$ cat src/design/gbpt_params.svh
`ifndef GBPT_PARAMS_SVH
`define GBPT_PARAMS_SVH

// ------------------------------------------------
// Predictor sizing
// ------------------------------------------------

// Global history bits carried with each request
`define GH_LENGTH 12

// Address space ID width
`define ASID_WIDTH 9

// Table index width, 256 entries
`define GBPT_INDEX_WIDTH 8

// Counter value after reset, weakly not-taken
`define GBPT_CTR_INIT 2'b01

`endif

$ cat src/design/core_types_pkg.sv
`default_nettype none

`include "gbpt_params.svh"

package core_types_pkg;

    // ------------------------------------------------
    // Vector types
    // ------------------------------------------------

    // Full fetch PC
    typedef logic [31:0] pc_t;

    // Global branch history
    typedef logic [`GH_LENGTH-1:0] gh_t;

    // Address space ID
    typedef logic [`ASID_WIDTH-1:0] asid_t;

    // Index into the counter table
    typedef logic [`GBPT_INDEX_WIDTH-1:0] gbpt_idx_t;

    // 2-bit saturating counter, upper bit is the taken prediction
    typedef logic [1:0] gbpt_ctr_t;

    // ------------------------------------------------
    // Index hash, shared by lookup and update
    // ------------------------------------------------

    function automatic gbpt_idx_t gbpt_hash(input pc_t pc, input gh_t gh, input asid_t asid);
        gbpt_idx_t pc_bits;
        gbpt_idx_t gh_bits;
        gbpt_idx_t asid_bits;
        // PC from bit 1 up, bit 0 carries no information
        pc_bits = gbpt_idx_t'(pc >> 1);
        // Low history bits
        gh_bits = gbpt_idx_t'(gh);
        // Low ASID bits, zero-extended if narrower
        asid_bits = gbpt_idx_t'(asid);
        return pc_bits ^ gh_bits ^ asid_bits;
    endfunction

endpackage

`default_nettype wire

$ cat src/design/gbpt_array_upd_if.sv
`default_nettype none

interface gbpt_array_upd_if;

    // Update-side read port
    core_types_pkg::gbpt_idx_t upd_rd_index;
    core_types_pkg::gbpt_ctr_t upd_rd_counter;

    // Write port, driven from update1
    logic                      wr_valid;
    core_types_pkg::gbpt_idx_t wr_index;
    core_types_pkg::gbpt_ctr_t wr_counter;

    // Counter storage side
    modport array (
        input  upd_rd_index,
        output upd_rd_counter,
        input  wr_valid,
        input  wr_index,
        input  wr_counter
    );

    // Read-modify-write side
    modport updater (
        output upd_rd_index,
        input  upd_rd_counter,
        output wr_valid,
        output wr_index,
        output wr_counter
    );

endinterface

`default_nettype wire

$ cat src/design/gbpt_array.sv
`default_nettype none

`include "gbpt_params.svh"

module gbpt_array (
    input  wire logic                      CLK,
    input  wire logic                      nRST,

    // Lookup read port
    input  wire core_types_pkg::gbpt_idx_t lookup_index,
    output      core_types_pkg::gbpt_ctr_t lookup_counter,

    // Update read and write ports
    gbpt_array_upd_if.array                upd
);

    localparam int unsigned NUM_ENTRIES = 1 << `GBPT_INDEX_WIDTH;

    // ------------------------------------------------
    // Counter storage
    // ------------------------------------------------

    core_types_pkg::gbpt_ctr_t counters [NUM_ENTRIES];

    // Write on the edge, so same-cycle reads see the old value
    always_ff @(posedge CLK or negedge nRST) begin
        if (!nRST) begin
            // Every entry back to weakly not-taken
            for (int i = 0; i < NUM_ENTRIES; i++) begin
                counters[i] <= `GBPT_CTR_INIT;
            end
        end else if (upd.wr_valid) begin
            counters[upd.wr_index] <= upd.wr_counter;
        end
    end

    // ------------------------------------------------
    // Combinational read ports
    // ------------------------------------------------

    // Prediction side
    assign lookup_counter = counters[lookup_index];

    // Training side
    assign upd.upd_rd_counter = counters[upd.upd_rd_index];

endmodule

`default_nettype wire

$ cat src/design/gbpt_lookup.sv
`default_nettype none

module gbpt_lookup (
    input  wire logic                      CLK,
    input  wire logic                      nRST,

    // RESP stage request
    input  wire logic                      valid_RESP,
    input  wire core_types_pkg::pc_t       full_PC_RESP,
    input  wire core_types_pkg::gh_t       GH_RESP,
    input  wire core_types_pkg::asid_t     ASID_RESP,

    // Table read
    output      core_types_pkg::gbpt_idx_t lookup_index,
    input  wire core_types_pkg::gbpt_ctr_t lookup_counter,

    // RESTART stage prediction
    output      logic                      pred_taken_RESTART
);

    // Index from PC, history and ASID
    assign lookup_index = core_types_pkg::gbpt_hash(full_PC_RESP, GH_RESP, ASID_RESP);

    // Counter upper bit into RESTART, hold between requests
    always_ff @(posedge CLK or negedge nRST) begin
        if (!nRST) begin
            pred_taken_RESTART <= 1'b0;
        end else if (valid_RESP) begin
            pred_taken_RESTART <= lookup_counter[1];
        end
    end

endmodule

`default_nettype wire

$ cat src/design/gbpt_updater.sv
`default_nettype none

module gbpt_updater (
    input  wire logic                  CLK,
    input  wire logic                  nRST,

    // Update0 stage keys and resolved direction
    input  wire logic                  update0_valid,
    input  wire core_types_pkg::pc_t   update0_start_full_PC,
    input  wire core_types_pkg::gh_t   update0_GH,
    input  wire core_types_pkg::asid_t update0_ASID,
    input  wire logic                  update0_taken,

    // Counter array access
    gbpt_array_upd_if.updater          upd,

    // Update1 result
    output      logic                  update1_correct
);

    // ------------------------------------------------
    // Update0 stage
    // ------------------------------------------------

    core_types_pkg::gbpt_idx_t update0_index;
    core_types_pkg::gbpt_ctr_t update0_counter;
    logic                      fwd_hit;

    // Update1 state
    logic                      update1_valid;
    core_types_pkg::gbpt_idx_t update1_index;
    core_types_pkg::gbpt_ctr_t update1_old_counter;
    logic                      update1_taken;
    core_types_pkg::gbpt_ctr_t update1_new_counter;

    assign update0_index = core_types_pkg::gbpt_hash(update0_start_full_PC, update0_GH,
                                                     update0_ASID);
    assign upd.upd_rd_index = update0_index;

    // Array not yet written by update1, take its value directly
    assign fwd_hit = update1_valid && (update1_index == update0_index);
    assign update0_counter = fwd_hit ? update1_new_counter : upd.upd_rd_counter;

    // ------------------------------------------------
    // Update1 registers
    // ------------------------------------------------

    always_ff @(posedge CLK or negedge nRST) begin
        if (!nRST) begin
            update1_valid <= 1'b0;
        end else begin
            update1_valid <= update0_valid;
        end
    end

    // Payload, qualified by update1_valid
    always_ff @(posedge CLK) begin
        update1_index       <= update0_index;
        update1_old_counter <= update0_counter;
        update1_taken       <= update0_taken;
    end

    // ------------------------------------------------
    // Update1 stage
    // ------------------------------------------------

    // Saturating step toward the resolved direction
    always_comb begin
        if (update1_taken) begin
            update1_new_counter = (update1_old_counter == 2'b11) ? 2'b11
                                                                 : update1_old_counter + 2'd1;
        end else begin
            update1_new_counter = (update1_old_counter == 2'b00) ? 2'b00
                                                                 : update1_old_counter - 2'd1;
        end
    end

    // Write-back lands on the next edge
    assign upd.wr_valid   = update1_valid;
    assign upd.wr_index   = update1_index;
    assign upd.wr_counter = update1_new_counter;

    // Old counter would have predicted this direction
    assign update1_correct = update1_valid && (update1_old_counter[1] == update1_taken);

endmodule

`default_nettype wire

$ cat src/design/gbpt.sv
`default_nettype none

module gbpt (
    input  wire logic                  CLK,
    input  wire logic                  nRST,

    // RESP stage
    input  wire logic                  valid_RESP,
    input  wire core_types_pkg::pc_t   full_PC_RESP,
    input  wire core_types_pkg::gh_t   GH_RESP,
    input  wire core_types_pkg::asid_t ASID_RESP,

    // RESTART stage
    output      logic                  pred_taken_RESTART,

    // Update0 stage
    input  wire logic                  update0_valid,
    input  wire core_types_pkg::pc_t   update0_start_full_PC,
    input  wire core_types_pkg::gh_t   update0_GH,
    input  wire core_types_pkg::asid_t update0_ASID,
    input  wire logic                  update0_taken,

    // Update1 stage
    output      logic                  update1_correct
);

    // Lookup read port
    core_types_pkg::gbpt_idx_t lookup_index;
    core_types_pkg::gbpt_ctr_t lookup_counter;

    // Update read and write ports
    gbpt_array_upd_if upd_if ();

    // ------------------------------------------------
    // Prediction path
    // ------------------------------------------------

    gbpt_lookup lookup (
        .CLK                (CLK),
        .nRST               (nRST),
        .valid_RESP         (valid_RESP),
        .full_PC_RESP       (full_PC_RESP),
        .GH_RESP            (GH_RESP),
        .ASID_RESP          (ASID_RESP),
        .lookup_index       (lookup_index),
        .lookup_counter     (lookup_counter),
        .pred_taken_RESTART (pred_taken_RESTART)
    );

    // Counter table
    gbpt_array array (
        .CLK            (CLK),
        .nRST           (nRST),
        .lookup_index   (lookup_index),
        .lookup_counter (lookup_counter),
        .upd            (upd_if.array)
    );

    // ------------------------------------------------
    // Training path
    // ------------------------------------------------

    gbpt_updater updater (
        .CLK                   (CLK),
        .nRST                  (nRST),
        .update0_valid         (update0_valid),
        .update0_start_full_PC (update0_start_full_PC),
        .update0_GH            (update0_GH),
        .update0_ASID          (update0_ASID),
        .update0_taken         (update0_taken),
        .upd                   (upd_if.updater),
        .update1_correct       (update1_correct)
    );

endmodule

`default_nettype wire

$ cat src/design/gbpt_wrapper.sv
`default_nettype none

module gbpt_wrapper (
    input  wire logic                  CLK,
    input  wire logic                  nRST,

    // RESP stage request
    input  wire logic                  next_valid_RESP,
    input  wire core_types_pkg::pc_t   next_full_PC_RESP,
    input  wire core_types_pkg::gh_t   next_GH_RESP,
    input  wire core_types_pkg::asid_t next_ASID_RESP,

    // RESTART stage prediction
    output      logic                  last_pred_taken_RESTART,

    // Update0 request
    input  wire logic                  next_update0_valid,
    input  wire core_types_pkg::pc_t   next_update0_start_full_PC,
    input  wire core_types_pkg::gh_t   next_update0_GH,
    input  wire core_types_pkg::asid_t next_update0_ASID,
    input  wire logic                  next_update0_taken,

    // Update1 result
    output      logic                  last_update1_correct
);

    // ------------------------------------------------
    // Registered boundary signals
    // ------------------------------------------------

    logic                  valid_RESP;
    core_types_pkg::pc_t   full_PC_RESP;
    core_types_pkg::gh_t   GH_RESP;
    core_types_pkg::asid_t ASID_RESP;
    logic                  pred_taken_RESTART;

    logic                  update0_valid;
    core_types_pkg::pc_t   update0_start_full_PC;
    core_types_pkg::gh_t   update0_GH;
    core_types_pkg::asid_t update0_ASID;
    logic                  update0_taken;
    logic                  update1_correct;

    gbpt predictor (
        .CLK                   (CLK),
        .nRST                  (nRST),
        .valid_RESP            (valid_RESP),
        .full_PC_RESP          (full_PC_RESP),
        .GH_RESP               (GH_RESP),
        .ASID_RESP             (ASID_RESP),
        .pred_taken_RESTART    (pred_taken_RESTART),
        .update0_valid         (update0_valid),
        .update0_start_full_PC (update0_start_full_PC),
        .update0_GH            (update0_GH),
        .update0_ASID          (update0_ASID),
        .update0_taken         (update0_taken),
        .update1_correct       (update1_correct)
    );

    // ------------------------------------------------
    // Boundary registers
    // ------------------------------------------------

    always_ff @(posedge CLK or negedge nRST) begin
        if (!nRST) begin
            // Request side
            valid_RESP   <= 1'b0;
            full_PC_RESP <= '0;
            GH_RESP      <= '0;
            ASID_RESP    <= '0;
            // Update side
            update0_valid         <= 1'b0;
            update0_start_full_PC <= '0;
            update0_GH            <= '0;
            update0_ASID          <= '0;
            update0_taken         <= 1'b0;
            // Outputs
            last_pred_taken_RESTART <= 1'b0;
            last_update1_correct    <= 1'b0;
        end else begin
            valid_RESP   <= next_valid_RESP;
            full_PC_RESP <= next_full_PC_RESP;
            GH_RESP      <= next_GH_RESP;
            ASID_RESP    <= next_ASID_RESP;
            update0_valid         <= next_update0_valid;
            update0_start_full_PC <= next_update0_start_full_PC;
            update0_GH            <= next_update0_GH;
            update0_ASID          <= next_update0_ASID;
            update0_taken         <= next_update0_taken;
            // One more stage on the way out
            last_pred_taken_RESTART <= pred_taken_RESTART;
            last_update1_correct    <= update1_correct;
        end
    end

endmodule

`default_nettype wire

$ cat config.mk
export PLATFORM = sky130hd
export DESIGN_NAME = gbpt_wrapper
export DESIGN_NICKNAME = d
export VERILOG_FILES = /design/src/design/core_types_pkg.sv /design/src/design/gbpt_array_upd_if.sv /design/src/design/gbpt_array.sv /design/src/design/gbpt_lookup.sv /design/src/design/gbpt_updater.sv /design/src/design/gbpt.sv /design/src/design/gbpt_wrapper.sv
export VERILOG_INCLUDE_DIRS = /design/src /design/src/design
export SDC_FILE = /design/constraint.sdc
export NUM_CORES = 2
export LEC_CHECK = 0
export BUFFER_PORTS_ARGS = -buffer_cell sky130_fd_sc_hd__buf_4
export CAP_MARGIN = 10
export CORE_ASPECT_RATIO = 0.8
export CORE_MARGIN = 3
export CORE_UTILIZATION = 35
export CTS_BUF_LIST = sky130_fd_sc_hd__clkbuf_4
export DETAILED_ROUTE_END_ITERATION = 6
export PLACE_DENSITY_LB_ADDON = 0.05
export SLEW_MARGIN = 20
export SYNTH_ARGS = -nofsm -noshare
export SYNTH_HDL_FRONTEND = slang
export SYNTH_HIERARCHICAL = 1
export SYNTH_SLANG_ARGS = --single-unit
$ cat constraint.sdc
create_clock -name CLK -period 5.8 [get_ports CLK]
set_clock_uncertainty 0.2 [all_clocks]
set_input_delay 0.87 -clock CLK [delete_from_list [all_inputs] [get_ports CLK]]
set_output_delay 0.87 -clock CLK [all_outputs]
set_load 0.005 [all_outputs]
### After elaboration in Yosys (flattened, before gate mapping)

Index checks and enable logic that the tools add are counted.

* reductions and logical operators: 4
* $add $sub $neg: 2
* bitwise operators: 7
* mux-type cells: 13
* $lt $le $gt $ge: 4
* equality and inequality tests: 3

Operators with widths (number)
* 512-bit bitwise mux: 1
* 2-bit binary-select mux with 8-bit select: 2
* 8-bit XOR: 4
* 9-bit >= comparator (second input constant): 3
* 8-bit NOT with 9-bit output: 3
* 2-bit two-way mux: 9
* 2-bit demux with 8-bit select: 1
* 9-bit by 1-bit less-than comparator with 1-bit output (second input constant): 1
* 8-bit equality test: 1
* 1-bit logical AND: 3
* 2-bit by 1-bit adder with 2-bit output (second input constant): 1
* 2-bit equality test (second input constant): 1
* 2-bit zero test: 1
* 2-bit by 1-bit subtractor with 2-bit output (second input constant): 1
* 1-bit equality test: 1

* word-level logic and storage cells: 305
* input port bits: 111
* bits in registers: 580
* output and inout port bits: 2

### Longest topological paths before layout

* depth in word-level cells: 7
* gate-level depth with buffers: 15
* depth with buffers taken out: 9

### Cells and area by module

Netlist, hierarchy kept.

Modules (own cells, without submodules)
* gbpt_array: seq. area each 13132.6 sq um, cells an instance 2224, times used 1, area an instance 29383.2 sq um
* gbpt_wrapper: seq. area each 2777.7 sq um, cells an instance 111, times used 1, area an instance 2777.7 sq um
* gbpt_updater: seq. area each 245.2 sq um, cells an instance 51, times used 1, area an instance 648.1 sq um
* gbpt_lookup: seq. area each 25.0 sq um, cells an instance 10, times used 1, area an instance 226.5 sq um

### Least setup slack after synthesis

Ideal clock, no wire load.

* path type: flip-flop to flip-flop
* from: register update0_start_full_PC[2]
* to: register predictor.updater.update1_old_counter[1]
* library setup time: 0.123 ns
* cell stages (with the launch flop): 14
* period minus slack after synthesis: 3.209 ns
* buffers on the path: 4
* setup slack: 2.591 ns
* arrival: 2.886 ns
* data required time: 5.477 ns
* path through: dfrtp_1 > xnor2_1 > xnor2_1 > buf_4 > buf_6 > buf_6 > buf_6 > mux4_2 > mux2_2 > a2111oi_0 > nor3_1 > o22ai_1 > a311oi_1 > mux2_1

* word-level cells in the longest chain between the ends: 7
* elaborated cells on any way between the ends: 9
* classes of those cells: eq/ne: 1; mux: 4; bitwise: 3; reduce/logical: 1

RTL lines
* from (decl): line gbpt_wrapper.sv:38 `core_types_pkg::pc_t update0_start_full_PC;`
* from (signal assigned): line gbpt_wrapper.sv:86 `update0_start_full_PC <= next_update0_start_full_PC;`
* 8-bit XOR (2 in series): line core_types_pkg.sv:40 `return pc_bits ^ gh_bits ^ asid_bits;`
* net predictor.upd_if.upd_rd_index[1]: line gbpt_array_upd_if.sv:6 `core_types_pkg::gbpt_idx_t upd_rd_index;`
* 8-bit NOT with 9-bit output (implied by the code): line gbpt_array.sv:45 `assign upd.upd_rd_counter = counters[upd.upd_rd_index];`
* 2-bit binary-select mux with 8-bit select: line gbpt_array.sv:45
* 2-bit two-way mux (implied by the code) (2 in series): line gbpt_array.sv:45
* net predictor.upd_if.upd_rd_counter[1]: line gbpt_array_upd_if.sv:7 `core_types_pkg::gbpt_ctr_t upd_rd_counter;`
* 2-bit two-way mux: line gbpt_updater.sv:42 `assign update0_counter = fwd_hit ? update1_new_counter : upd.upd_rd_counter;`
* net predictor.updater.update0_counter[1]: line gbpt_updater.sv:26 `core_types_pkg::gbpt_ctr_t update0_counter;`
* to (signal assigned): line gbpt_updater.sv:59 `update1_old_counter <= update0_counter;`
* to (decl): line gbpt_updater.sv:32 `core_types_pkg::gbpt_ctr_t update1_old_counter;`

The timed path passes the listed nets, and every way through them passes these cells. The select of a mux whose other input is x is not followed.
A chain may end at the register's enable or synchronous reset.

### Final worst setup path

* from: register update0_start_full_PC[1]
* to: register predictor.updater.update1_old_counter[1]

Same word-level chain as after synthesis.

==> summary.md <==
| Metric | Value |
|---|---|
| Via count | `around 19000` |
| Outcome | `complete, no violations` |
| Avg WL per Cell | `26.35 um` |
| Worst setup margin | `1.250 ns` |
| Hold depth | `0` |
| Yosys warns | `6` |
| Leak | `~15 nW` |
| Max transition margin | `a little over a quarter` |
| WP data arrival | `between 5 and 6 ns` |
| Placed Cells | `roughly 3200` |
| Net Sw Frac | `roughly a third` |
| WP data required | `approximately 6.5 ns` |
| P_sw | `roughly 3.8 mW` |
| Clk sinks | `between 500 and 600` |
| Max-Cap Viols | `0` |
| Setup TNS | `0 ns` |
| Mapped Avg Cell Area | `13.65 um^2` |
| P_int | `between 8 and 9 mW` |
| Total CTS buffers | `162` |
| Port Buffers | `between 50 and 60` |
| Crit-path leading delay family | `multiplexers` |
| Clock root buffer | `clkbuf_4` |
| RSZ-0062 raised after global routing | `false` |
| Final GP Congestion | `0.8005` |
| Part of the cycle the worst path needs | `78.44%` |
| R2R Path End | `predictor/updater/update1_old_counter[1]$_DFF_P_` |
| Final setup viols | `0` |
| Worst hold margin | `around 0.13 ns` |
| Residual DRC | `0` |
| Bufs and invs on worst path | `2` |
| Detailed placement HPWL | `just under 60 mm` |
| FF-to-FF path depth | `11` |
| Area delta synth->final | `15.17%` |
| Worst min-delay path startpoint | `update0_valid$_DFF_PN0_` |
| Clk network pwr share | `between 30% and 40%` |
| Fin cells | `roughly 3600` |
| I/O pin count | `between 100 and 150` |
| ANT nets after route | `0` |
| Post-CTS sizing | `0` |
| Hold Buf Count CTS | `52` |
| Final wirelength | `~94 mm` |
| Worst Max-Slew Pin Slew | `between 1 and 1.5 ns` |
| Synth Cell Area | `a little under 30000 um^2` |
| Crit-path cells | `xnor2_2 -> xnor2_2 -> buf_12 -> mux4_2 -> mux2_2 -> a2111oi_0 -> nor4b_1 -> buf_4 -> o22ai_1 -> a311oi_1 -> mux2_1` |
| Syn_nets | `2279` |
| Starting density of the core | `~36%` |
| Peak Freq | `around 220 MHz` |
| Post-CTS Setup Bufs | `0` |
| Hold Fails Final Rpt | `0` |
| Post-Synthesis Cells | `about 2200` |
| Share of layout cells above drive strength 1 | `55.52%` |
| Die W | `around 330 um` |
| Comb power frac | `roughly a quarter` |
| Worst VDD drop | `a little over 0.0003 V` |
| Drt via density | `between 5 and 6` |
| Tot GR Track Use | `roughly 22%` |
| DIE AREA | `around 88000 um^2` |
| Critical path's slowest cell | `xnor2_2` |
| R2R Setup Slk | `between 1 and 1.5 ns` |
| Critical Path Max Stage Delay | `~0.78 ns` |
| Seq pwr share | `a little over two fifths` |
| Most frequent CP cell | `xnor2_2` |
| Power per cell area | `about 350 nW/um^2` |
| Hold EP | `predictor/updater/upd.wr_valid$_DFF_PN0_` |
| Die height | `approximately 270 um` |
| CTS max path bufs | `3` |
| Area taken by multi-input logic gates | `around 14000 um^2` |
| Max-slew violations | `0` |
| H-tree levels | `4` |
| TritonRoute pass-1 iters | `5` |
| Fin crit period | `between 4 and 5 ns` |
| Clock Latency Late Sink | `1.00 ns` |
| Fillers | `between 7000 and 8000` |
| First-pass GRT wire length | `around 140 mm` |
| NumNets Final | `2444` |
| CTS tree | `done` |
| Iter 0 DRT Violations | `1240` |
| Row cnt | `94` |
| Core box area | `83030 um^2` |
| Reg clk slew, reported paths | `0.07 ns` |
| Setup crit start kind | `flop` |
| Setup WS pre-CTS | `~1.2 ns` |
| Initial antenna violation count | `5` |
| Largest net degree at the start of global routing | `between 200 and 250` |
| Storage cell area | `14730 um^2` |
| Top fanout value on the critical path | `between 40 and 50` |
| Grt total ovfl | `0` |
| Worst Hold Class | `flop to flop` |
| Vias in the first global route | `approximately 21000` |
| Kind of end point of the critical path | `flop` |
| Crit path kind | `flop to flop` |
| Pwr Total | `11.90 mW` |
| R2r startpoint | `update0_start_full_PC[1]$_DFF_PN0_` |
-- worst register-to-register path: stages (launching register included) --
cell       delay (ns)
dfrtp_1          0.40
xnor2_2          0.17
xnor2_2          0.78
buf_12           0.40
mux4_2           0.62
mux2_2           0.32
a2111oi_0        0.60
nor4b_1          0.17
buf_4            0.19
o22ai_1          0.12
a311oi_1         0.08
mux2_1           0.35
-- cell usage in the layout (no fill, tap or decap), drive strengths merged, types with 5 or more instances in the layout --
master,count
nand3,7
a2111oi,16
dfxtp,11
dfrtp,311
dfstp,256
diode,6
o21ai,12
clkbuf,259
mux2,537
mux2i,154
nor3,30
clkinv,33
o22ai,49
xnor3,5
nand3b,6
nor2,44
o221ai,5
buf,140
inv,16
nand2b,15
nor4,11
nand2,275
mux4,134
dlygate4sd3,52
and2,5
xor3,8
xnor2,19
-- stage by stage --
step / cell area [um^2] / utilization [%]
floorplan: 29590 / -
detailed placement: 31330 / 37.73
global route: 34070 / 41.03
CTS: 34060 / 41.02
finish: 34080 / 41.04
global placement: 31300 / 37.70
-- worst max path at each step --
stage | slack, ns | end | cells after the start | start
6_report | 1.25 | predictor/updater/update1_old_counter[1]$_DFF_P_ | 11 | update0_start_full_PC[1]$_DFF_PN0_
3_3_place_gp | 1.06 | predictor/updater/update1_old_counter[0]$_DFF_P_ | 9 | update0_start_full_PC[1]$_DFF_PN0_
2_1_floorplan | 2.59 | predictor/updater/update1_old_counter[1]$_DFF_P_ | 13 | update0_start_full_PC[2]$_DFF_PN0_
3_5_place_dp | 1.21 | predictor/updater/update1_old_counter[1]$_DFF_P_ | 11 | update0_start_full_PC[1]$_DFF_PN0_
4_1_cts | 1.17 | predictor/updater/update1_old_counter[1]$_DFF_P_ | 11 | update0_start_full_PC[1]$_DFF_PN0_
5_1_grt | 1.02 | predictor/updater/update1_old_counter[1]$_DFF_P_ | 11 | update0_ASID[0]$_DFF_PN0_
-- power by group through the flow --
stage | combinational [mW] | sequential [mW] | clock, mW
2_1_floorplan | 1.88 | 5.02 | 0
3_3_place_gp | 2.75 | 5.14 | 0
3_5_place_dp | 2.78 | 5.17 | 0
4_1_cts | 2.81 | 5.10 | 4.22
5_1_grt | 2.97 | 5.18 | 4.44
6_report | 2.77 | 5.11 | 4.02
-- layout make-up --
class	count	area share, %
antenna	6	0.04406
clock buffer	259	5.705
clock inverter	43	0.7967
inverter	11	0.1212
multi-input combinational	1388	40.95
sequential	578	43.22
tap	1104	4.053
timing repair buffer	192	5.111
-- routing by layer --
layer | part of all wire (%) | up-vias | wire length, um | track usage, %
met5 | 0.0074 | - | 7 | 0
li1 | - | 8446 | - | -
met3 | 5.6 | 177 | 5319 | 4.620
met4 | 2.7 | 2 | 2568 | 7.733
met2 | 44 | 534 | 41860 | 32.50
met1 | 47 | 10230 | 44590 | 31.22
-- sequential cells by signal, indices dropped and copies added, names as in the netlist, 2 cells and up --
name,count
GH_RESP,8
full_PC_RESP,8
predictor/array/counters,512
update0_ASID,8
predictor/updater/upd.wr_index,8
predictor/updater/update1_old_counter,2
update0_GH,8
ASID_RESP,8
update0_start_full_PC,8
Note: power is estimated with default switching activity, not from simulation.
